==> config.mk <==
export PLATFORM = sky130hd
export DESIGN_NAME = apb_comp_regs
export DESIGN_NICKNAME = d
export VERILOG_FILES = /design/src/design/page_comp_pkg.sv /design/src/design/apb_comp_regs.sv
export VERILOG_INCLUDE_DIRS = /design/src /design/src/include
export SDC_FILE = /design/constraint.sdc
export NUM_CORES = 1
export LEC_CHECK = 0
export ABC_CLOCK_PERIOD_IN_PS = 2300
export CAP_MARGIN = 20
export CELL_PAD_IN_SITES_DETAIL_PLACEMENT = 0
export CELL_PAD_IN_SITES_GLOBAL_PLACEMENT = 1
export CORE_AREA = 2 2 39 41
export CTS_CLUSTER_SIZE = 8
export DETAILED_ROUTE_END_ITERATION = 12
export DIE_AREA = 0 0 41 43
export DONT_BUFFER_PORTS = 1
export PLACE_DENSITY = 0.82
export SLEW_MARGIN = 5
export SYNTH_ARGS = -nofsm -noshare
export SYNTH_HDL_FRONTEND = slang
export SYNTH_SLANG_ARGS = --single-unit
==> constraint.sdc <==
create_clock -name clk_i -period 2.3 [get_ports clk_i]
set_clock_uncertainty 0.2 [all_clocks]
set_input_delay 0.115 -clock clk_i [delete_from_list [all_inputs] [get_ports clk_i]]
set_output_delay 0.115 -clock clk_i [all_outputs]
set_load 0.05 [all_outputs]
==> src/include/page_comp_cfg.svh <==
`ifndef PAGE_COMP_CFG_SVH
`define PAGE_COMP_CFG_SVH

// line and page geometry
`define PC_LINE_WIDTH 64
`define PC_PAGE_LINES 64
`define PC_CHUNK_LINES 16
`define PC_CHUNKS 4

// page buffer pointer, log2 of PC_PAGE_LINES
`define PC_PTR_WIDTH 6

// compress only when this many chunks are all zero
`define PC_MIN_ZERO_CHUNKS 3

// output FIFO entries
`define PC_OUT_DEPTH 4

`endif

==> src/design/page_comp_pkg.sv <==
`include "page_comp_cfg.svh"

package page_comp_pkg;

    // one line on the input stream or out of the page buffer
    typedef struct packed {
        logic                      err;
        logic [`PC_LINE_WIDTH-1:0] data;
    } line_beat_t;

    // bit i set when chunk i is all zero
    typedef logic [`PC_CHUNKS-1:0] chunk_map_t;

    typedef struct packed {
        logic       busy;
        logic       done;
        logic       incompressible;
        logic       bus_error;
        chunk_map_t chunk_map;
        logic [4:0] out_lines;
    } comp_status_t;

    typedef enum logic [2:0] {
        IDLE,
        CHECK,
        DECIDE,
        META,
        LOAD_PTR,
        TRANSFER,
        DONE,
        BUS_ERROR
    } comp_state_e;

    typedef enum logic [3:0] {
        REG_CTRL   = 4'h0,
        REG_STATUS = 4'h4,
        REG_RESULT = 4'h8
    } reg_addr_e;

endpackage

==> src/design/apb_comp_regs.sv <==
`timescale 1ns/1ps

module apb_comp_regs (
    input  logic                        clk_i,
    input  logic                        rst_ni,
    input  logic [3:0]                  paddr,
    input  logic                        psel,
    input  logic                        penable,
    input  logic                        pwrite,
    input  logic [31:0]                 pwdata,
    output logic [31:0]                 prdata,
    output logic                        pready,
    output logic                        pslverr,
    input  page_comp_pkg::comp_status_t status,
    output logic                        start
);
    import page_comp_pkg::*;

    logic access;
    logic addr_ok;

    // no wait states, so every access phase completes at once
    assign pready  = 1'b1;
    assign access  = psel && penable;
    assign addr_ok = (paddr == REG_CTRL) || (paddr == REG_STATUS) ||
                     (paddr == REG_RESULT);
    assign pslverr = access && !addr_ok;

    always_comb begin
        prdata = '0;
        case (paddr)
            REG_STATUS: begin
                prdata[3:0] = {status.bus_error, status.incompressible,
                               status.done, status.busy};
            end
            REG_RESULT: begin
                prdata[3:0]  = status.chunk_map;
                prdata[12:8] = status.out_lines;
            end
            default: prdata = '0;
        endcase
    end

    // start fires once per control write, ignored while a job runs
    always_ff @(posedge clk_i or negedge rst_ni) begin
        if (!rst_ni) begin
            start <= 1'b0;
        end else begin
            start <= access && pwrite && (paddr == REG_CTRL) && pwdata[0] &&
                     !status.busy;
        end
    end

endmodule

==> run_results.csv <==
group,metric,value,unit
final_layout,syn_to_final_growth,-7.47,%
detailed_routing,vias,294,
timing,timing.setup.tns,0,ns
final_layout,diodes,0,
worst_hold_path,hold_end,"start",
global_routing,use_met1,0.0791,
global_routing,grt_pass1_vias,211,
pwr,finalPower,142,uW
global_routing,grt_pass1_wl,938,um
global_routing,gr-usage-met2,0.150,
worst_setup_path,worst-path-buf-inv,1,
floorplanning,die_h,43,um
worst_hold_path,hold_class,"primary input to register",
global_routing,track_usage,0.0729,
detailed_routing,wl_per_cell,10.1,um
synth,netlist-cell-type-count,14,
final_layout,largest_reg_flops,1,
worst_hold_path,worstHoldPathCells,2,
final_layout,regMostFlops,"start",
final_layout,nets,114,
worst_setup_path,cp_top_family,"buffers and inverters",
worst_setup_path,critPathKind,"primary input to register",
detailed_routing,drt_pre_antenna_iters,3,
final_layout,top_regs,"start (1)",
cts,clkTransAtPathRegs,0,ns
synth,netlist_area,385,sq um
final_layout,drive_above_1_share,0.121,
floorplanning,die_w,41,um
pwr,p_per_area,399,mW/mm^2
cts,cts_resized,0,
cts,post_cts_buffers,0,
timing,finalCritPeriodShare,0.533,
timing,layout_min_cycle_time,1.23,ns
detailed_routing,drt_iter0_markers,1,
floorplanning,ioPinCount,89,
status,outcome,"finished clean",
timing,fmax,816,MHz
timing,finalMaxSlewViolations,0,
pwr,peakVddDrop,112,uV
timing,timing.final.setup_violations,0,
detailed_routing,ant_nets,0,
placement,hpwlAfterDp,670,um
pwr,leakagePower,0.189,nW
placement,dp_cells,72,
global_routing,busiest_layer,"met2",
final_layout,final_cells,74,
global_routing,grt_overflow,0,
detailed_routing,wl,748,um
worst_setup_path,crit_path_end_kind,"register",
floorplanning,placementRows,14,
worst_hold_path,hold_start,"pwrite",
synth,synth_area_per_cell,7.01,sq um
global_routing,grt_use_met3,0,
floorplanning,fp.dieArea,0.00176,sq mm
worst_setup_path,path_cells,"dlygate4sd3_1 > nor4_2",
run,max_cap_violations,0,
worst_setup_path,crit_arrival,0.93,ns
floorplanning,initial_core_util,0.278,
timing,final_hold_viol_count,0,
global_routing,antenna_found_initial,0,
placement,gp_congestion,0.606,
synth,yosys_register_bits,1,
worst_setup_path,path_max_fanout,2,
floorplanning,core_area,0.00138,sq mm
synth,ys_seq_area_frac,0.0649,
cts,cts_hold_buf,2,
detailed_routing,drc_errors,0,
worst_setup_path,crit_path_start_kind,"primary input",
detailed_routing,viasPerCell,3.97,
worst_setup_path,cp.required,2.00,ns
timing,rsz0062_at_grt,"false",
synth,synth-warning-count,0,
worst_setup_path,cp_slowest_stage_delay,0.56,ns
final_layout,fillers,176,
worst_setup_path,cp_num_cells,2,
global_routing,grt_max_degree,12,
placement,io_buffers,0,
worst_setup_path,cp_slowest_cell,"dlygate4sd3_1",
synth,synth_cells,55,
worst max-delay path by stage:
| stage | startpoint | to | slack [ns] |
|---|---|---|---|
| after global placement | paddr[1] | prdata[10] | 1.11 |
| after global routing | status[12] | start | 1.03 |
| final | status[12] | start | 1.07 |
| after detailed placement | paddr[1] | prdata[10] | 1.10 |
| after floorplan | paddr[2] | prdata[0] | 0.75 |
| after CTS | status[12] | start | 1.06 |
per-layer routing:
metal | vias to the layer above | share of wire
met3 | 0 | 0.12
met4 | 0 | 0
met2 | 29 | 0.56
met1 | 124 | 0.32
li1 | 141 | -
met5 | - | 0
power by group:
group	switching, mW	internal, mW	total [mW]	leakage (nW)
Clock	0	0	0	0
Sequential	0.000125	0.0179	0.0181	0.0140
Combinational	0.110	0.0138	0.124	0.175
stage by stage:
step | util | instance area [sq um] | setup slack, ns | hold slack (ns)
after floorplan | - | 468 | 0.754 | -0.381
after global placement | 0.243 | 337 | 1.11 | -0.381
after detailed placement | 0.243 | 337 | 1.10 | -0.381
after CTS | 0.258 | 357 | 1.06 | 0.0476
after global routing | 0.258 | 357 | 1.03 | 0.0705
final | 0.258 | 357 | 1.07 | 0.0462
synthesized netlist by cell type:
cell	instances	area (sq um)
nor2_1	1	3.75
and3_1	5	31.3
clkbuf_1	1	3.75
nor2b_1	1	6.26
buf_2	1	5.00
dfrtp_1	1	25.0
conb_1	2	7.51
nand3b_1	8	60.1
nand2_1	3	11.3
a21oi_1	5	25.0
or4_1	1	7.51
or2_2	1	6.26
buf_4	24	180
nor4_2	1	12.5
cell usage in the layout (no fill, tap or decap):
cell           count
a21oi_1            5
and3_1             5
buf_4              5
conb_1            24
dfrtp_1            1
dlygate4sd3_1      2
nand2_1            3
nand3b_1           8
nor2_1             1
nor2b_1            1
nor4_2             1
or2_2              1
or4_1              1
area by class of cell:
type / instances / area, sq um / share of cell area
Multi-Input combinational cell: 50 / 254 / 0.712
Timing Repair Buffer: 7 / 57.6 / 0.161
Sequential cell: 1 / 25.0 / 0.0702
Tap cell: 16 / 20.0 / 0.0561
cell families (layout without fill, tap and decap cells):
group / after synthesis / after routing / synth area share
AO/OA/AOI/OAI: 5 / 5 / 0.0649
buffers and inverters: 26 / 7 / 0.490
flip-flops: 1 / 1 / 0.0649
other: 2 / 24 / 0.0195
AND/OR/NAND/NOR: 21 / 21 / 0.360
No activity file was read; power rests on OpenSTA's default activity.
