$ cat src/include/page_comp_cfg.svh
`ifndef PAGE_COMP_CFG_SVH
`define PAGE_COMP_CFG_SVH

// line and page geometry
`define PC_LINE_WIDTH 64
`define PC_PAGE_LINES 64
`define PC_CHUNK_LINES 16
`define PC_CHUNKS 4

// page buffer pointer, log2 of PC_PAGE_LINES
`define PC_PTR_WIDTH 6

// compress only when this many chunks are all zero
`define PC_MIN_ZERO_CHUNKS 3

// output FIFO entries
`define PC_OUT_DEPTH 4

`endif

$ cat src/design/line_fifo.sv
`timescale 1ns/1ps
`include "page_comp_cfg.svh"

module line_fifo (
    input  logic                      clk_i,
    input  logic                      rst_ni,
    input  logic                      push,
    input  logic [`PC_LINE_WIDTH-1:0] push_data,
    output logic                      fifo_full,
    input  logic                      out_ready,
    output logic [`PC_LINE_WIDTH-1:0] out_data,
    output logic                      out_valid
);

    localparam int AW = $clog2(`PC_OUT_DEPTH);

    logic [`PC_LINE_WIDTH-1:0] mem [`PC_OUT_DEPTH];
    logic [AW-1:0]             wr_ptr;
    logic [AW-1:0]             rd_ptr;
    logic [AW:0]               count;
    logic                      pop;

    assign out_valid = (count != '0);
    assign out_data  = mem[rd_ptr];
    assign pop       = out_valid && out_ready;

    // one entry kept back for the read still in flight
    assign fifo_full = (count >= (AW+1)'(`PC_OUT_DEPTH - 1));

    always_ff @(posedge clk_i) begin
        if (push) begin
            mem[wr_ptr] <= push_data;
        end
    end

    always_ff @(posedge clk_i or negedge rst_ni) begin
        if (!rst_ni) begin
            wr_ptr <= '0;
            rd_ptr <= '0;
            count  <= '0;
        end else begin
            if (push) wr_ptr <= wr_ptr + 1'b1;
            if (pop) rd_ptr <= rd_ptr + 1'b1;
            count <= count + (AW+1)'(push) - (AW+1)'(pop);
        end
    end

    // a push lands only in a free entry or beside a pop
    a_no_overflow: assert property (
        @(posedge clk_i) disable iff (!rst_ni)
        push |-> ((count < (AW+1)'(`PC_OUT_DEPTH)) || pop)
    );

endmodule

$ cat config.mk
export PLATFORM = sky130hd
export DESIGN_NAME = line_fifo
export DESIGN_NICKNAME = d
export VERILOG_FILES = /design/src/design/line_fifo.sv
export VERILOG_INCLUDE_DIRS = /design/src /design/src/include
export SDC_FILE = /design/constraint.sdc
export NUM_CORES = 1
export LEC_CHECK = 0
export ABC_AREA = 1
export BUFFER_PORTS_ARGS = -buffer_cell sky130_fd_sc_hd__buf_2
export CAP_MARGIN = 20
export CORE_MARGIN = 2
export CORE_UTILIZATION = 54
export CTS_BUF_LIST = sky130_fd_sc_hd__clkbuf_4 sky130_fd_sc_hd__clkbuf_8
export DETAILED_ROUTE_END_ITERATION = 6
export GPL_ROUTABILITY_DRIVEN = 0
export GPL_TIMING_DRIVEN = 0
export PLACE_DENSITY_LB_ADDON = 0.05
export SYNTH_ARGS = -nofsm -noshare
export SYNTH_HDL_FRONTEND = slang
export SYNTH_SLANG_ARGS = --single-unit
export TNS_END_PERCENT = 100
$ cat constraint.sdc
create_clock -name clk_i -period 2.5 [get_ports clk_i]
set_input_delay 0.5 -clock clk_i [delete_from_list [all_inputs] [get_ports clk_i]]
set_output_delay 0.5 -clock clk_i [all_outputs]
set_load 0.1 [all_outputs]
==> impl_metrics.yaml <==
outcome:
  run_status: "complete, but fails checks"
  violations: "setup timing"
sta:
  fin_ws_ps: -46.4
  min_period_ps: 2550
  timing.fmax_ghz: 0.393
  finalHoldViolations: 0
  fin_skew_ps: 14.9
  maxSlewHeadroom_pct: 67.2
  fin_crit_sh_pct: 102
  setup_viol: 8
  slew_viol_final: 0
  rsz0062_at_grt: "true"
  worst_pin_slew_ps: 496
worst_setup_path:
  crit_type: "reg -> out"
  cp.required_ps: 2000
  reg2reg_from: "count[1]$_DFF_PN0_"
  cp-start-kind: "flip-flop"
  rr_endpoint: "count[2]$_DFF_PN0_"
  crit_start: "rd_ptr[0]$_DFFE_PN0P_"
  cp_max_fo: 7
  crit_chain: "buf_8, buf_12, buf_12, nand2_1, o21ai_1, nand2_1, nand2_1, buf_12"
  rrSetupSlack_ps: 540
  slowest_stage: "dfrtp_2"
  arrival_ps: 2050
  end_kind: "primary output"
  crit_path_end: "out_data[50]"
  rr_worst_depth: 9
  max_stage_delay_ps: 490
synthesis:
  yosysMostFrequentCell: "edfxtp_1"
  synth_edf_count: 256
  synth_fp_nets: 938
  synth_cells: 862
  yosysTopAreaCell: "edfxtp_1"
  yosysSeqAreaShare_pct: 75.3
  ys.flop_type: "edfxtp_1"
  ys_ff_latch: 263
  ys_top_cells_by_count: "edfxtp_1 (256), nand2_1 (206), nor2_1 (129), o21ai_0 (91), inv_1 (78)"
  synth_area_leaders: "edfxtp_1 (74%), nand2_1 (7.4%), nor2_1 (4.6%)"
  synth_top_area_share_pct: 73.6
  synthDistinctLibCells: 18
  synth_warnings: 0
  async_flop_share_pct: 2.66
  synth_area_per_cell_sq_um: 12.1
  syn-cell-area_sq_um: 10400
route:
  drc: 0
  drt-total-wl_um: 23700
  dr.pass1.iters: 4
  avgRoutedWirePerCell_um: 17.7
  drtIter0Drc: 407
  vias: 6829
  via_per_inst: 5.10
  ant_nets: 0
placement:
  place_inst: 1259
  hpwl_um: 12900
  portBuffers: 133
layout:
  antenna_cells: 0
  nFillCells: 1229
  fin_cells: 1339
  seqCellArea_sq_um: 7860
  nets: 1131
  drive_above_1_share_pct: 37.5
  area_growth_pct: 35.8
  multi_input_area_sq_um: 2510
clock_network:
  clock-sinks: 263
  h-tree-depth: 2
  clk_latency_ps: 530
  cts_tree: "done"
  cts_buffers: 42
  cts.clk_slew.worst_paths_ps: 60
  clk_path_buf_depth: 3
  clock-root-buffer: "clkbuf_8"
grt:
  grt_pass1_vias: 6516
  grtUsageTotal_pct: 22.5
  grt_max_degree: 56
  overflow: 0
  antenna_found_initial: 3
  grt_pass1_wl_um: 34400
floorplanning:
  ios: 134
  num_rows: 50
  initial_utilization_pct: 55.5
  chipWidth_um: 143
  die_height_um: 143
  die-area_sq_um: 20500
  core_sq_um: 18800
worst_hold_path:
  min_path_type: "in -> reg"
job:
  cap_violations: 0
## sequential cells by signal, summed over array words and instances, names as in the netlist
signal  cells
mem       256
count       3
rd_ptr      2
wr_ptr      2
## placed cells by master, fill, tap and decap left out, types with 3 or more instances in the layout
cell type / n
clkinv_1: 3
nand2_4: 12
ha_1: 7
clkbuf_16: 9
buf_8: 3
dfrtp_1: 6
clkbuf_4: 26
o21ai_1: 72
buf_12: 70
buf_2: 72
inv_1: 74
inv_4: 4
buf_16: 4
nand2_1: 97
edfxtp_1: 256
o21ai_2: 34
clkbuf_8: 45
nor2_1: 128
clkbuf_2: 3
o21ai_0: 24
nand2_2: 97
buf_4: 16
buf_6: 4
## worst min path at each step
| stage | start | endpoint | slack (ps) | cells after the start |
|---|---|---|---|---|
| 5_1_grt | push_data[58] | mem[3][58]$_DFFE_PP_ | 160 | 1 |
| 2_1_floorplan | rst_ni | count[0]$_DFF_PN0_ | 200 | 0 |
| 4_1_cts | push_data[54] | mem[2][54]$_DFFE_PP_ | 150 | 1 |
| 3_3_place_gp | rst_ni | wr_ptr[0]$_DFFE_PN0P_ | 340 | 1 |
| 6_report | push_data[54] | mem[2][54]$_DFFE_PP_ | 180 | 1 |
| 3_5_place_dp | rst_ni | wr_ptr[0]$_DFFE_PN0P_ | 350 | 1 |
## area by class of cell
class | count | area share (%)
tap | 260 | 2.29
multi-input combinational | 477 | 17.7
sequential | 263 | 55.4
inverter | 79 | 2.16
clock inverter | 6 | 0.203
buffer | 43 | 2.92
clock buffer | 62 | 5.27
timing repair buffer | 149 | 14.0
## kinds of logic (layout without fill, tap and decap cells)
logic type	after synthesis	count (layout)	share of synthesized area [%]
and+or+nand+nor	337	337	12.1
AOI/OAI and AO/OA	130	130	6.23
adders and majority gates	8	8	1.03
DFF	263	263	75.3
buffers and inverters	122	339	5.15
xor gates and xnor gates	2	2	0.168
## metal layers
layer	global-route usage (%)	up-vias	wire length, um
li1	-	3293	-
met1	29.8	3294	10200
met2	37.1	191	11600
met3	5.03	47	1340
met4	7.56	4	556
met5	0	-	29
## critical path: cells and delay by family, from the launching register on
kind            cells  cell delay [ps]
compound gates      1               80
buf+inv             4              670
simple gates        3              260
flops               1              490
## repair_timing
item                                   in CTS  in global routing
setup endpoints to repair                  64                 64
cloned                                      0                  9
gates resized for setup                   338                226
endpoints found under the hold margin       7                  0
buffers inserted                            0                  2
hold buffers                                1                  0
pin swaps                                   0                 43
## stage by stage
| step | cell area, sq um | hold slack (ps) | util, % | setup TNS [ps] | worst slack (ps) |
|---|---|---|---|---|---|
| 6_report | 14200 | 180 | 75.3 | -108 | -46.4 |
| 4_1_cts | 13400 | 146 | 71.4 | -1470 | -74.9 |
| 3_5_place_dp | 11600 | 353 | 61.4 | -6550 | -191 |
| 2_1_floorplan | 10400 | 204 | - | 0 | 6.16 |
| 5_1_grt | 14200 | 161 | 75.3 | -3330 | -106 |
| 3_3_place_gp | 11400 | 344 | 60.7 | -299100 | -1230 |
Power is left out: the tool's default activity adds up to more than one toggle a clock period on the data nets, which glitch-free logic cannot reach.
