--- src/include/page_comp_cfg.svh ---
`ifndef PAGE_COMP_CFG_SVH
`define PAGE_COMP_CFG_SVH

// line and page geometry
`define PC_LINE_WIDTH 64
`define PC_PAGE_LINES 64
`define PC_CHUNK_LINES 16
`define PC_CHUNKS 4

// page buffer pointer, log2 of PC_PAGE_LINES
`define PC_PTR_WIDTH 6

// compress only when this many chunks are all zero
`define PC_MIN_ZERO_CHUNKS 3

// output FIFO entries
`define PC_OUT_DEPTH 4

`endif

--- src/design/page_comp_pkg.sv ---
`include "page_comp_cfg.svh"

package page_comp_pkg;

    // one line on the input stream or out of the page buffer
    typedef struct packed {
        logic                      err;
        logic [`PC_LINE_WIDTH-1:0] data;
    } line_beat_t;

    // bit i set when chunk i is all zero
    typedef logic [`PC_CHUNKS-1:0] chunk_map_t;

    typedef struct packed {
        logic       busy;
        logic       done;
        logic       incompressible;
        logic       bus_error;
        chunk_map_t chunk_map;
        logic [4:0] out_lines;
    } comp_status_t;

    typedef enum logic [2:0] {
        IDLE,
        CHECK,
        DECIDE,
        META,
        LOAD_PTR,
        TRANSFER,
        DONE,
        BUS_ERROR
    } comp_state_e;

    typedef enum logic [3:0] {
        REG_CTRL   = 4'h0,
        REG_STATUS = 4'h4,
        REG_RESULT = 4'h8
    } reg_addr_e;

endpackage

--- src/design/page_buffer.sv ---
`timescale 1ns/1ps
`include "page_comp_cfg.svh"

module page_buffer (
    input  logic                       clk_i,
    input  logic                       rst_ni,
    input  page_comp_pkg::line_beat_t  in_beat,
    input  logic                       in_valid,
    output logic                       in_ready,
    output logic                       page_full,
    input  logic                       rd_req,
    input  logic                       ptr_load,
    input  logic [`PC_PTR_WIDTH-1:0]   ptr_value,
    input  logic                       page_release,
    output page_comp_pkg::line_beat_t  rd_beat,
    output logic                       rd_valid
);
    import page_comp_pkg::*;

    line_beat_t               mem [`PC_PAGE_LINES];
    logic [`PC_PTR_WIDTH-1:0] wr_ptr;
    logic [`PC_PTR_WIDTH-1:0] rd_ptr;
    logic                     wr_en;

    assign in_ready = !page_full;
    assign wr_en    = in_valid && in_ready;

    always_ff @(posedge clk_i) begin
        if (wr_en) begin
            mem[wr_ptr] <= in_beat;
        end
        if (rd_req) begin
            rd_beat <= mem[rd_ptr];
        end
    end

    always_ff @(posedge clk_i or negedge rst_ni) begin
        if (!rst_ni) begin
            wr_ptr    <= '0;
            rd_ptr    <= '0;
            page_full <= 1'b0;
            rd_valid  <= 1'b0;
        end else begin
            rd_valid <= rd_req;
            if (page_release) begin
                wr_ptr    <= '0;
                rd_ptr    <= '0;
                page_full <= 1'b0;
            end else begin
                if (wr_en) begin
                    wr_ptr <= wr_ptr + 1'b1;
                    // last line of the page closes the input
                    if (wr_ptr == `PC_PTR_WIDTH'(`PC_PAGE_LINES - 1)) begin
                        page_full <= 1'b1;
                    end
                end
                // a reload wins over the auto increment
                if (ptr_load) begin
                    rd_ptr <= ptr_value;
                end else if (rd_req) begin
                    rd_ptr <= rd_ptr + 1'b1;
                end
            end
        end
    end

    // the controller only reads a complete page
    a_rd_only_when_full: assert property (
        @(posedge clk_i) disable iff (!rst_ni) rd_req |-> page_full
    );

endmodule

--- config.mk ---
export PLATFORM = sky130hd
export DESIGN_NAME = page_buffer
export DESIGN_NICKNAME = d
export VERILOG_FILES = /design/src/design/page_comp_pkg.sv /design/src/design/page_buffer.sv
export VERILOG_INCLUDE_DIRS = /design/src /design/src/include
export SDC_FILE = /design/constraint.sdc
export NUM_CORES = 2
export LEC_CHECK = 0
export BUFFER_PORTS_ARGS = -buffer_cell sky130_fd_sc_hd__buf_2
export CAP_MARGIN = 10
export CORE_ASPECT_RATIO = 1.75
export CORE_UTILIZATION = 45
export DETAILED_ROUTE_END_ITERATION = 8
export GPL_TIMING_DRIVEN = 0
export HOLD_SLACK_MARGIN = 0.12
export PLACE_DENSITY = 0.65
export SLEW_MARGIN = 10
export SYNTH_ARGS = -nofsm -noshare
export SYNTH_HDL_FRONTEND = slang
export SYNTH_MEMORY_MAX_BITS = 65536
export SYNTH_SLANG_ARGS = --single-unit
--- constraint.sdc ---
create_clock -name clk_i -period 8.07 [get_ports clk_i]
set_clock_uncertainty 0.15 [all_clocks]
set_input_delay 1.2105 -clock clk_i [delete_from_list [all_inputs] [get_ports clk_i]]
set_output_delay 1.2105 -clock clk_i [all_outputs]
set_load 0.005 [all_outputs]
==> results.md <==
* Status: complete, no violations
* Worst Path Arrival at 6.43 ns
* Drc violations at 0
* Mapped Nets at 7112
* CTS buffer count at 373
* DR pass1 iterations at 9
* Skew-Pair Late Insertion Delay at 0.99 ns
* R2R Setup Slk at 2.09 ns
* Post-synth top cells: 4225 x edfxtp_1, 859 x mux4_2, 494 x mux2i_1, 160 x clkbuf_1, 154 x buf_2
* Yosys reg bits at 4239
* Slew HR at 0.869%
* Buffers added on ports at 144
* Largest net degree at the start of global routing at 65
* GRT Overall Usage at 32.4%
* Number of I/O pins at 145
* Post-CTS Setup Inserts at 0
* Vias in the first global route at 85.1k
* Num Clock Sinks at 4239
* First-pass GRT wire length at 765000 um
* F_max at 0.167 GHz
* DR vias at 86.6k
* Slew @ Worst Pin at 1.49 ns
* Max_cap viols at 0
* Crit path from: rd_ptr[3]
* Crit Path Category: reg2reg
* Worst-path cell chain: buf_2, buf_2, nand3b_1, clkbuf_1, o22ai_1, a211oi_1, a211o_1, o21ai_1
* Mapped Area at 161000 um2
* Die ar. at 359000 um2
* Post-DP HPWL at 404000 um
* Post-layout nets at 7942
* Clock Path Buffers at 4
* Most common cell in the netlist: edfxtp_1
* Layout area overhead at 16.0%
* Worst r2r dst: rd_beat[46]
* Number of instances in the placed design at 12.1k
* Synth area leader: edfxtp_1
* Synth cell types at 61
* Number of flops mapped to enable cells by yosys at 4225
* Post-DRT Antenna Nets at 0
* Mapped Cells at 7033
* Initial antenna violation count at 55
* Crit Reg-Reg Startpoint: rd_ptr[3]
* Congestion Overflow GR at 0
* Crit-path slowest cell: clkbuf_1
* PwrDens at 247 nW/um2
* Sequential area share after synthesis at 79.2%
* Std-Cell Rows at 289
* TritonCTS clock tree: done
* Post-CTS resize count at 0
* Clk slew on worst S/H paths at 0.07 ns
* Core area at 354000 um2
* Pleak at 57.3 nW
* Crit path to: rd_beat[46]
* Initial Util at 45.3%
* H-tree Lvls at 5
* Setup TNS at 0 ns
* Final setup margin at 2.09 ns
* Synth top area share at 79.0%
* Most used cell, CP: buf_2
* RSZ-0062 raised after global routing: false
* Root buffer cell: clkbuf_16
* Layout cells sized above 1 at 27.5%
* CP bufs+invs at 3
* Minimum clock period at 5.98 ns
* Max VDD drop at 0.000208 V
* Largest cells by area after synthesis: edfxtp_1 79%, mux4_2 12%, mux2i_1 3.1%
* Non-filler cells in the finished layout at 12.9k
* Critical path's largest stage delay at 1.07 ns
* Startpoint types: register
* Die Width at 454 um
* WL final at 582000 um
* Crit end category: register
* Top delay family on crit path: compound AO/OA/AOI/OAI gates
* Worst hold slack at 0.390 ns
* R2R cell count at 8
* Async SR Flop Fraction at 0.330%
* Final Hold Fails at 0
* Crit. path cell count at 8
* Mean routed wirelength per cell at 45.1 um
* Worst Path Required at 8.52 ns
* Synth Warn # at 0
* Cts-stage hold buffer count at 1
* GPL Wtd Cong at 0.931
* Hold Crit Class: in2reg
* Top FF cell, synth: edfxtp_1
* Worst Path Max Fanout at 10
* DIE HEIGHT at 792 um
* Syn_area_per_cell at 22.8 um2
* Iter 0 DRT Violations at 15.2k
* Setup slack at placement at 2.73 ns
* Period utilisation layout at 74.1%
* Final Max Tran Viols at 0
* Setup violations, final at 0
* Post-DR vias/cell at 6.72
worst min path at each step:
stage,start,cells after the start,end
floorplan,wr_ptr[1],2,wr_ptr[1]
global placement,page_full,2,page_full
detailed placement,page_full,2,page_full
CTS,page_full,2,page_full
global route,in_beat[5],1,mem[52][5]
finish,in_beat[5],1,mem[52][5]
through the flow:
step / power [mW] / util, % / area (um2)
after floorplan: 26.3 / - / 161000
after global placement: 28.0 / 47.2 / 167000
after detailed placement: 28.1 / 49.1 / 174000
after CTS: 45.9 / 52.5 / 186000
after global routing: 46.8 / 52.6 / 186000
final: 46.0 / 52.6 / 186000
kinds of logic after synthesis:
logic type / synth area share [%]
adder cells (fa/ha/maj): 0.0156
AND/OR/NAND/NOR: 0.776
buffers and inverters: 1.27
AO/OA/AOI/OAI: 3.34
flip-flops: 79.2
XOR/XNOR: 0.0491
multiplexers: 15.3
routing by layer:
metal	global-route usage [%]	vias to the layer above	part of all wire, %
li1	-	31903	-
met1	34.8	45360	29
met2	52.7	7173	48
met3	8.77	2100	11
met4	27.9	24	11
met5	0.427	-	0.074
registers in the layout, summed over array words and instances (netlist names):
register	count
wr_ptr	6
mem	4160
rd_ptr	6
rd_beat	65
rd_valid	1
page_full	1
area by class of cell:
class / instances / area (um2)
fillers: 26654 / 168000
flip-flops and latches: 4239 / 127000
multi-input cells: 2383 / 31800
clock buffers: 448 / 9740
repair buffers: 455 / 6980
well taps: 4656 / 5830
clock inverters: 221 / 2390
plain buffers: 409 / 2110
diodes: 76 / 190
inverters: 2 / 7.51
power by group:
group / leakage, nW / total [mW] / internal [mW] / switching (mW)
Sequential: 38.2 / 24.4 / 24.3 / 0.0315
Clock: 5.91 / 18.3 / 10.0 / 8.27
Combinational: 13.2 / 3.35 / 1.01 / 2.34
cell usage in the layout, fill, tap and decap left out, drive strengths merged, types with 72 or more instances in the layout:
cell	synthesis	final
a211oi	131	131
mux4	859	859
o22ai	87	87
a22oi	90	90
nor2	129	129
clkbuf	160	609
clkinv	0	142
edfxtp	4225	4225
diode	0	76
mux2i	494	494
o221ai	93	93
a22o	72	72
buf	249	701
No activity file was read; power rests on OpenSTA's default activity.
