$ cat src/include/page_comp_cfg.svh
`ifndef PAGE_COMP_CFG_SVH
`define PAGE_COMP_CFG_SVH

// line and page geometry
`define PC_LINE_WIDTH 64
`define PC_PAGE_LINES 64
`define PC_CHUNK_LINES 16
`define PC_CHUNKS 4

// page buffer pointer, log2 of PC_PAGE_LINES
`define PC_PTR_WIDTH 6

// compress only when this many chunks are all zero
`define PC_MIN_ZERO_CHUNKS 3

// output FIFO entries
`define PC_OUT_DEPTH 4

`endif

$ cat src/design/page_comp_pkg.sv
`include "page_comp_cfg.svh"

package page_comp_pkg;

    // one line on the input stream or out of the page buffer
    typedef struct packed {
        logic                      err;
        logic [`PC_LINE_WIDTH-1:0] data;
    } line_beat_t;

    // bit i set when chunk i is all zero
    typedef logic [`PC_CHUNKS-1:0] chunk_map_t;

    typedef struct packed {
        logic       busy;
        logic       done;
        logic       incompressible;
        logic       bus_error;
        chunk_map_t chunk_map;
        logic [4:0] out_lines;
    } comp_status_t;

    typedef enum logic [2:0] {
        IDLE,
        CHECK,
        DECIDE,
        META,
        LOAD_PTR,
        TRANSFER,
        DONE,
        BUS_ERROR
    } comp_state_e;

    typedef enum logic [3:0] {
        REG_CTRL   = 4'h0,
        REG_STATUS = 4'h4,
        REG_RESULT = 4'h8
    } reg_addr_e;

endpackage

$ cat src/design/zero_chunk_scan.sv
`timescale 1ns/1ps
`include "page_comp_cfg.svh"

module zero_chunk_scan (
    input  logic                       clk_i,
    input  logic                       rst_ni,
    input  logic                       scan_clear,
    input  logic                       scan_en,
    input  page_comp_pkg::line_beat_t  scan_beat,
    output page_comp_pkg::chunk_map_t  chunk_map,
    output logic                       map_valid
);
    import page_comp_pkg::*;

    localparam int CW = $clog2(`PC_CHUNK_LINES);

    logic [`PC_PTR_WIDTH-1:0] line_cnt;
    logic [CW:0]              zero_cnt;
    logic                     beat_ok;
    logic                     is_zero;
    logic                     chunk_end;

    // errored beats are skipped, the controller reacts to them
    assign beat_ok   = scan_en && !scan_beat.err;
    assign is_zero   = (scan_beat.data == '0);
    assign chunk_end = (line_cnt[CW-1:0] == CW'(`PC_CHUNK_LINES - 1));

    always_ff @(posedge clk_i or negedge rst_ni) begin
        if (!rst_ni) begin
            line_cnt  <= '0;
            zero_cnt  <= '0;
            chunk_map <= '0;
            map_valid <= 1'b0;
        end else begin
            map_valid <= 1'b0;
            if (scan_clear) begin
                line_cnt  <= '0;
                zero_cnt  <= '0;
                chunk_map <= '0;
            end else if (beat_ok) begin
                line_cnt <= line_cnt + 1'b1;
                if (chunk_end) begin
                    // include the current line in the chunk verdict
                    chunk_map[line_cnt[`PC_PTR_WIDTH-1:CW]] <=
                        ((zero_cnt + (CW+1)'(is_zero)) == (CW+1)'(`PC_CHUNK_LINES));
                    zero_cnt <= '0;
                end else begin
                    zero_cnt <= zero_cnt + (CW+1)'(is_zero);
                end
                if (line_cnt == `PC_PTR_WIDTH'(`PC_PAGE_LINES - 1)) begin
                    map_valid <= 1'b1;
                end
            end
        end
    end

endmodule

$ cat config.mk
export PLATFORM = sky130hd
export DESIGN_NAME = zero_chunk_scan
export DESIGN_NICKNAME = d
export VERILOG_FILES = /design/src/design/page_comp_pkg.sv /design/src/design/zero_chunk_scan.sv
export VERILOG_INCLUDE_DIRS = /design/src /design/src/include
export SDC_FILE = /design/constraint.sdc
export NUM_CORES = 1
export LEC_CHECK = 0
export ABC_AREA = 1
export ABC_CLOCK_PERIOD_IN_PS = 4400
export BUFFER_PORTS_ARGS = -buffer_cell sky130_fd_sc_hd__buf_2
export CAP_MARGIN = 10
export CORE_ASPECT_RATIO = 1.5
export CORE_MARGIN = 5
export CORE_UTILIZATION = 44
export CTS_BUF_LIST = sky130_fd_sc_hd__clkbuf_16
export DETAILED_ROUTE_END_ITERATION = 7
export GPL_TIMING_DRIVEN = 0
export HOLD_SLACK_MARGIN = 0.15
export PLACE_DENSITY = 0.91
export SYNTH_ARGS = -nofsm -noshare
export SYNTH_HDL_FRONTEND = slang
export SYNTH_SLANG_ARGS = --single-unit
$ cat constraint.sdc
create_clock -name clk_i -period 4.4 [get_ports clk_i]
set_input_delay 0.22 -clock clk_i [delete_from_list [all_inputs] [get_ports clk_i]]
set_output_delay 0.22 -clock clk_i [all_outputs]
set_load 0.02 [all_outputs]
==> results of run 1 <==
cell usage in the layout, fill, tap and decap left out:
| cell | count |
|---|---|
| a211oi_1 | 1 |
| a21oi_1 | 6 |
| a21oi_2 | 1 |
| buf_2 | 73 |
| buf_6 | 1 |
| clkbuf_16 | 3 |
| dfrtp_1 | 16 |
| dlygate4sd3_1 | 1 |
| ha_1 | 3 |
| inv_1 | 19 |
| inv_2 | 1 |
| nand2_1 | 28 |
| nand2_2 | 2 |
| nand3_1 | 12 |
| nand3_2 | 3 |
| nand4_1 | 10 |
| nor2_1 | 44 |
| nor2_4 | 1 |
| nor3b_2 | 1 |
| o21ai_0 | 4 |
| o21ai_1 | 2 |
| o22ai_1 | 2 |
worst max-delay path by stage:
stage	startpoint	endpoint	slack (ps)	cells after the start
after floorplan	scan_beat[3]	chunk_map[2]	2820	12
after global placement	scan_beat[63]	chunk_map[2]	2530	13
after detailed placement	scan_beat[63]	chunk_map[1]	2480	13
after CTS	scan_beat[63]	chunk_map[1]	2730	13
after global routing	scan_beat[7]	chunk_map[1]	2440	13
final	scan_beat[63]	chunk_map[1]	2740	13
sequential cells by signal, indices dropped and copies added (netlist names):
name	count
line_cnt	6
zero_cnt	5
chunk_map	4
map_valid	1
power by group through the flow:
stage / combinational [mW] / sequential (mW) / clock (mW)
after floorplan: 0.0137 / 0.152 / 0
after global placement: 0.0475 / 0.152 / 0
after detailed placement: 0.0493 / 0.152 / 0
after CTS: 0.0502 / 0.149 / 0.176
after global routing: 0.0575 / 0.149 / 0.181
final: 0.0495 / 0.149 / 0.174
area by class of cell:
type / count / area (um2) / share of cell area, %
plain buffers: 1 / 11.3 / 0.725
clock buffers: 3 / 75.1 / 4.83
inverters: 20 / 75.1 / 4.83
multi-input cells: 120 / 586 / 37.7
flip-flops and latches: 16 / 400 / 25.8
well taps: 24 / 30.0 / 1.93
repair buffers: 74 / 375 / 24.2
cells by family after synthesis:
logic type | synth area share (%)
simple gates | 42.8
buf+inv | 8.05
compound gates | 8.29
flops | 37.3
fa+ha+maj | 3.50
stage by stage:
| step | cells | instance area [um2] | hold slack (ps) | util, % | setup slack, ps |
|---|---|---|---|---|---|
| finish | 258 | 1550 | 227 | 64.8 | 2740 |
| global route | 258 | 1550 | 234 | 64.8 | 2440 |
| CTS | 258 | 1550 | 224 | 64.8 | 2730 |
| floorplan | 157 | 1070 | -75.6 | - | 2820 |
| detailed placement | 254 | 1470 | 149 | 61.3 | 2480 |
| global placement | 254 | 1470 | 144 | 61.3 | 2530 |
timing repair:
action | 4_1_cts | 5_1_grt
endpoints found under the hold margin | 16 | 0
hold buffers | 1 | 0
gates resized for setup | 0 | 0
routing by layer:
layer / track usage [%] / vias to the layer above / part of all wire [%]
met5: 0 / - / 0
met4: 12.2 / 0 / 2.7
met3: 3.20 / 7 / 9.2
met2: 32.0 / 68 / 51
met1: 20.7 / 550 / 37
li1: - / 666 / -
critical path, delay by kind of cell:
| family | cells | cell delay (ps) |
|---|---|---|
| simple gates | 7 | 710 |
| fa+ha+maj | 2 | 430 |
| compound gates | 2 | 280 |
| buf+inv | 2 | 170 |
==> impl_metrics.toml, run 1 <==
[synth]
synth_edf_count = 0
synth_nets = 229
ys_top_cells_by_count = "nor2_1 (44), nand2_1 (28), inv_1 (19)"
synthArstFlopShare_pct = 100
synthDistinctLibCells = 19
yosysSeqAreaShare_pct = 37.3
yosys.area.top_type = "dfrtp_1"
ys_seq_elements = 16
synthCells = 157
ys.flop_type = "dfrtp_1"
syn-cell-area_um2 = 1070
synth_most_common_cell = "nor2_1"
synthTopCellsByArea = "dfrtp_1 (37%), nor2_1 (15%), nand2_1 (9.8%), inv_1 (6.7%), nand4_1 (5.8%)"
yosys.area.top_type_share_pct = 37.3
syn_area_per_cell_um2 = 6.83
yosysWarnings = 0

[route]
dr.pass1.iters = 4
drt-total-wl_um = 2990
vias_per_cell = 5.00
vias = 1291
drt_iter0_drc = 10
drc = 0
wl_per_cell_um = 11.6
antenna_left = 0

[global_routing]
grt_pass1_vias = 1375
grt_max_degree = 17
grt_pass1_wl_um = 5290
grt_antenna_before_repair = 0
grt_usage_pct = 18.8
grt_overflow = 0

[clocking]
tritoncts = "done"
post_cts_buffers = 0
clock-sinks = 16
insertion_delay_ps = 250
cts_htree_levels = 1
cts_root_buf = "clkbuf_16"
clkSlewWorstSetupHoldPaths_ps = 50
cts_buffers = 3
cts_buffer_depth = 2

[status]
run_status = "completed"

[hold_path]
whs_path_depth = 2
min_from = "scan_clear"
hp-class = "in -> reg"
whs_endpoint = "line_cnt[5]"

[finish]
area_delta_synth_final_pct = 44.8
drive_above_1_share_pct = 36.8
diodes = 0
nNetsFinal = 308
filler_cell_count = 233

[power_and_ir_drop]
clkPwrFrac_pct = 46.7
p_int_mw = 0.295
power_frac_seq_pct = 40.0
vdd_ir_drop_max_v = 0.000154
comb_power_share_pct = 13.3
swShare_pct = 20.8
p_leak_nw = 0.858
power_density_nw_per_um2 = 240
switchingPower_mw = 0.0778
fin_total_pwr_mw = 0.373

[timing]
skew_ps = 2.88
slew_headroom_pct = 76.5
setup_viol = 0
rsz0062_at_grt = "no"
fin_tns_setup_ps = 0
fin_crit_ps = 1660
worst_pin_slew_ps = 353
fmax_ghz = 0.603
maxSlewViolCount = 0
period_share_pct = 37.7
hold_viol_final = 0

[setup_path]
rr_worst_depth = 7
r2r_setup_slack_ps = 2840
r2r-end = "chunk_map[1]"
cp.arrival_ps = 1830
crit_type = "in -> reg"
reg2reg_from = "zero_cnt[0]"
required_ps = 4570
critPathSlowestCell = "ha_1"
end_kind = "flop"
cp_slowest_stage_delay_ps = 240
critPathLaunchType = "primary input"
path_common_cell = "nor2_1"
path_cells = "buf_2 -> nor2_1 -> nand4_1 -> nor2_1 -> nand2_1 -> nor2_1 -> ha_1 -> ha_1 -> inv_1 -> nand2_1 -> a21oi_1 -> nand3_1 -> a21oi_1"
cp_max_fo = 4

[floorplanning]
ios = 74
fp.coreArea_um2 = 2390
start_util_pct = 44.8
die_area_um2 = 3540
die_h_um = 70.5
die-width_um = 50.3
rows = 22

[flow_run]
maxCapViolCount = 0

[placement]
io_buffer_count = 73
place.gp.congestion = 0.804
hpwlAfterDp_um = 2560
(Power assumes the default switching activity.)
==> run 2: changes to the inputs <==
ABC_CLOCK_PERIOD_IN_PS = 1600   (was 4400)
CORE_UTILIZATION = 41   (was 44)
PLACE_DENSITY = 0.86   (was 0.91)
clock period = 1.6 ns   (was 4.4 ns; I/O delays follow)
==> impl_metrics.toml, run 2 (synthesis gave the netlist of run 1 again) <==
[route]
drt-total-wl_um = 3090
drc = 0
dr.pass1.iters = 4
antenna_left = 0
vias = 1324
drt_iter0_drc = 32
vias_per_cell = 5.03
wl_per_cell_um = 11.7

[clocking]
clkSlewWorstSetupHoldPaths_ps = 50
cts_buffer_depth = 2
tritoncts = "done"
cts_root_buf = "clkbuf_16"
cts_buffers = 3
cts_htree_levels = 1
clock-sinks = 16
insertion_delay_ps = 250

[global_routing]
grt_max_degree = 17
grt_antenna_before_repair = 0
grt_pass1_wl_um = 4770
grt_pass1_vias = 1248
grt_overflow = 0
grt_usage_pct = 16.3

[finish]
multi_input_area_um2 = 633
fin_cells = 263
reg_top3 = "line_cnt (6), zero_cnt (5), chunk_map (4)"
largest_reg_flops = 6
area_delta_synth_final_pct = 56.6
regArea_um2 = 400
diodes = 0
filler_cell_count = 216
regMostFlops = "line_cnt"
nNetsFinal = 312
drive_above_1_share_pct = 41.4
final_cell_mix = "buf_2 (67), nor2_1 (39), nand2_1 (27)"
final_common_cell = "buf_2"

[placement]
place.gp.congestion = 0.830
placed_cells = 254
hpwlAfterDp_um = 2390
io_buffer_count = 73

[timing]
slew_headroom_pct = 76.0
fin_crit_ps = 1510
skew_ps = 2.53
worst_pin_slew_ps = 360
fmax_ghz = 0.661
hold_viol_final = 0
setup_viol = 0
maxSlewViolCount = 0
period_share_pct = 94.6
whs_ps = 270
rsz0062_at_grt = "yes"

[floorplanning]
fp.coreArea_um2 = 2480
die_area_um2 = 3760
die_h_um = 72.6
die-width_um = 51.8
start_util_pct = 43.3
ios = 74
rows = 22

[setup_path]
r2r-end = "chunk_map[2]"
cp_max_fo = 4
critPathLaunchType = "primary input"
r2r_setup_slack_ps = 130
cp.arrival_ps = 1690
rr_worst_depth = 7
path_cells = "buf_6 -> nor2_4 -> nand4_1 -> nor2_1 -> nand2_1 -> nor2_1 -> ha_2 -> ha_4 -> inv_2 -> nand2_2 -> a21oi_2 -> nand3_2 -> a21oi_2"
required_ps = 1780
crit_type = "in -> reg"
end_kind = "flop"
critPathSlowestCell = "ha_2"
reg2reg_from = "zero_cnt[0]"
cp_slowest_stage_delay_ps = 240

[power_and_ir_drop]
power_density_nw_per_um2 = 627
p_leak_nw = 0.886
vdd_ir_drop_max_v = 0.000465

[flow_run]
maxCapViolCount = 0

[hold_path]
hp-class = "in -> async"

[status]
run_status = "completed"
run 2: cell types whose count changed in the layout (fill, tap and decap cells not counted), sizes merged:
cell,before,now
clkinv,0,1
buf,74,75
dlygate4sd3,1,4
run 2: worst max path at each step:
stage                   from      endpoint  slack (ps)
2_1_floorplan   scan_beat[3]  chunk_map[2]         160
3_3_place_gp   scan_beat[59]  chunk_map[2]        -180
3_5_place_dp   scan_beat[59]  chunk_map[2]        -200
4_1_cts          zero_cnt[0]  chunk_map[2]          10
5_1_grt        scan_beat[36]  chunk_map[2]         -70
6_report       scan_beat[44]  chunk_map[2]          90
run 2: where the power goes:
part / leakage, nW / switching (mW) / internal, mW
sequential: 0.223 / 0.00218 / 0.408
clock: 0.0385 / 0.157 / 0.332
combinational: 0.624 / 0.0624 / 0.0914
total: 0.886 / 0.221 / 0.831
run 2: what timing repair did:
action | in CTS | in global routing
gates resized for setup | 0 | 19
endpoints found under the hold margin | 19 | 0
hold buffers | 4 | 0
setup buffers | 0 | 1
setup endpoints to repair | 0 | 4
run 2: cell type report:
class,instances,area share [%]
clock buffer,3,4.47
multi-input combinational,120,37.7
sequential,16,23.8
inverter,20,4.47
clock inverter,1,0.224
tap,24,1.79
timing repair buffer,78,26.8
buffer,1,0.671
run 2: stage by stage:
stage	TNS, ps	utilization [%]	area [um2]	power (mW)	setup WS (ps)
global route	-188	67.8	1680	1.09	-74.6
global placement	-693	59.2	1470	0.548	-182
floorplan	0	-	1070	0.454	156
detailed placement	-749	59.2	1470	0.550	-197
finish	0	67.8	1680	1.05	86.8
CTS	0	64.0	1590	1.04	10.1
run 2: layer usage:
metal  track usage (%)  vias to the layer above  part of all wire (%)
met5                 0                        -                     0
met4              6.12                        0                   2.4
met3              2.66                        8                   9.8
met2              31.4                       70                    55
met1              17.0                      567                    33
li1                  -                      679                     -
run 2: critical path: cells and delay by family:
family / cells / cell delay, ps
adder cells (fa/ha/maj): 2 / 450
AND/OR/NAND/NOR: 7 / 710
buffers and inverters: 2 / 160
AO/OA/AOI/OAI: 2 / 300
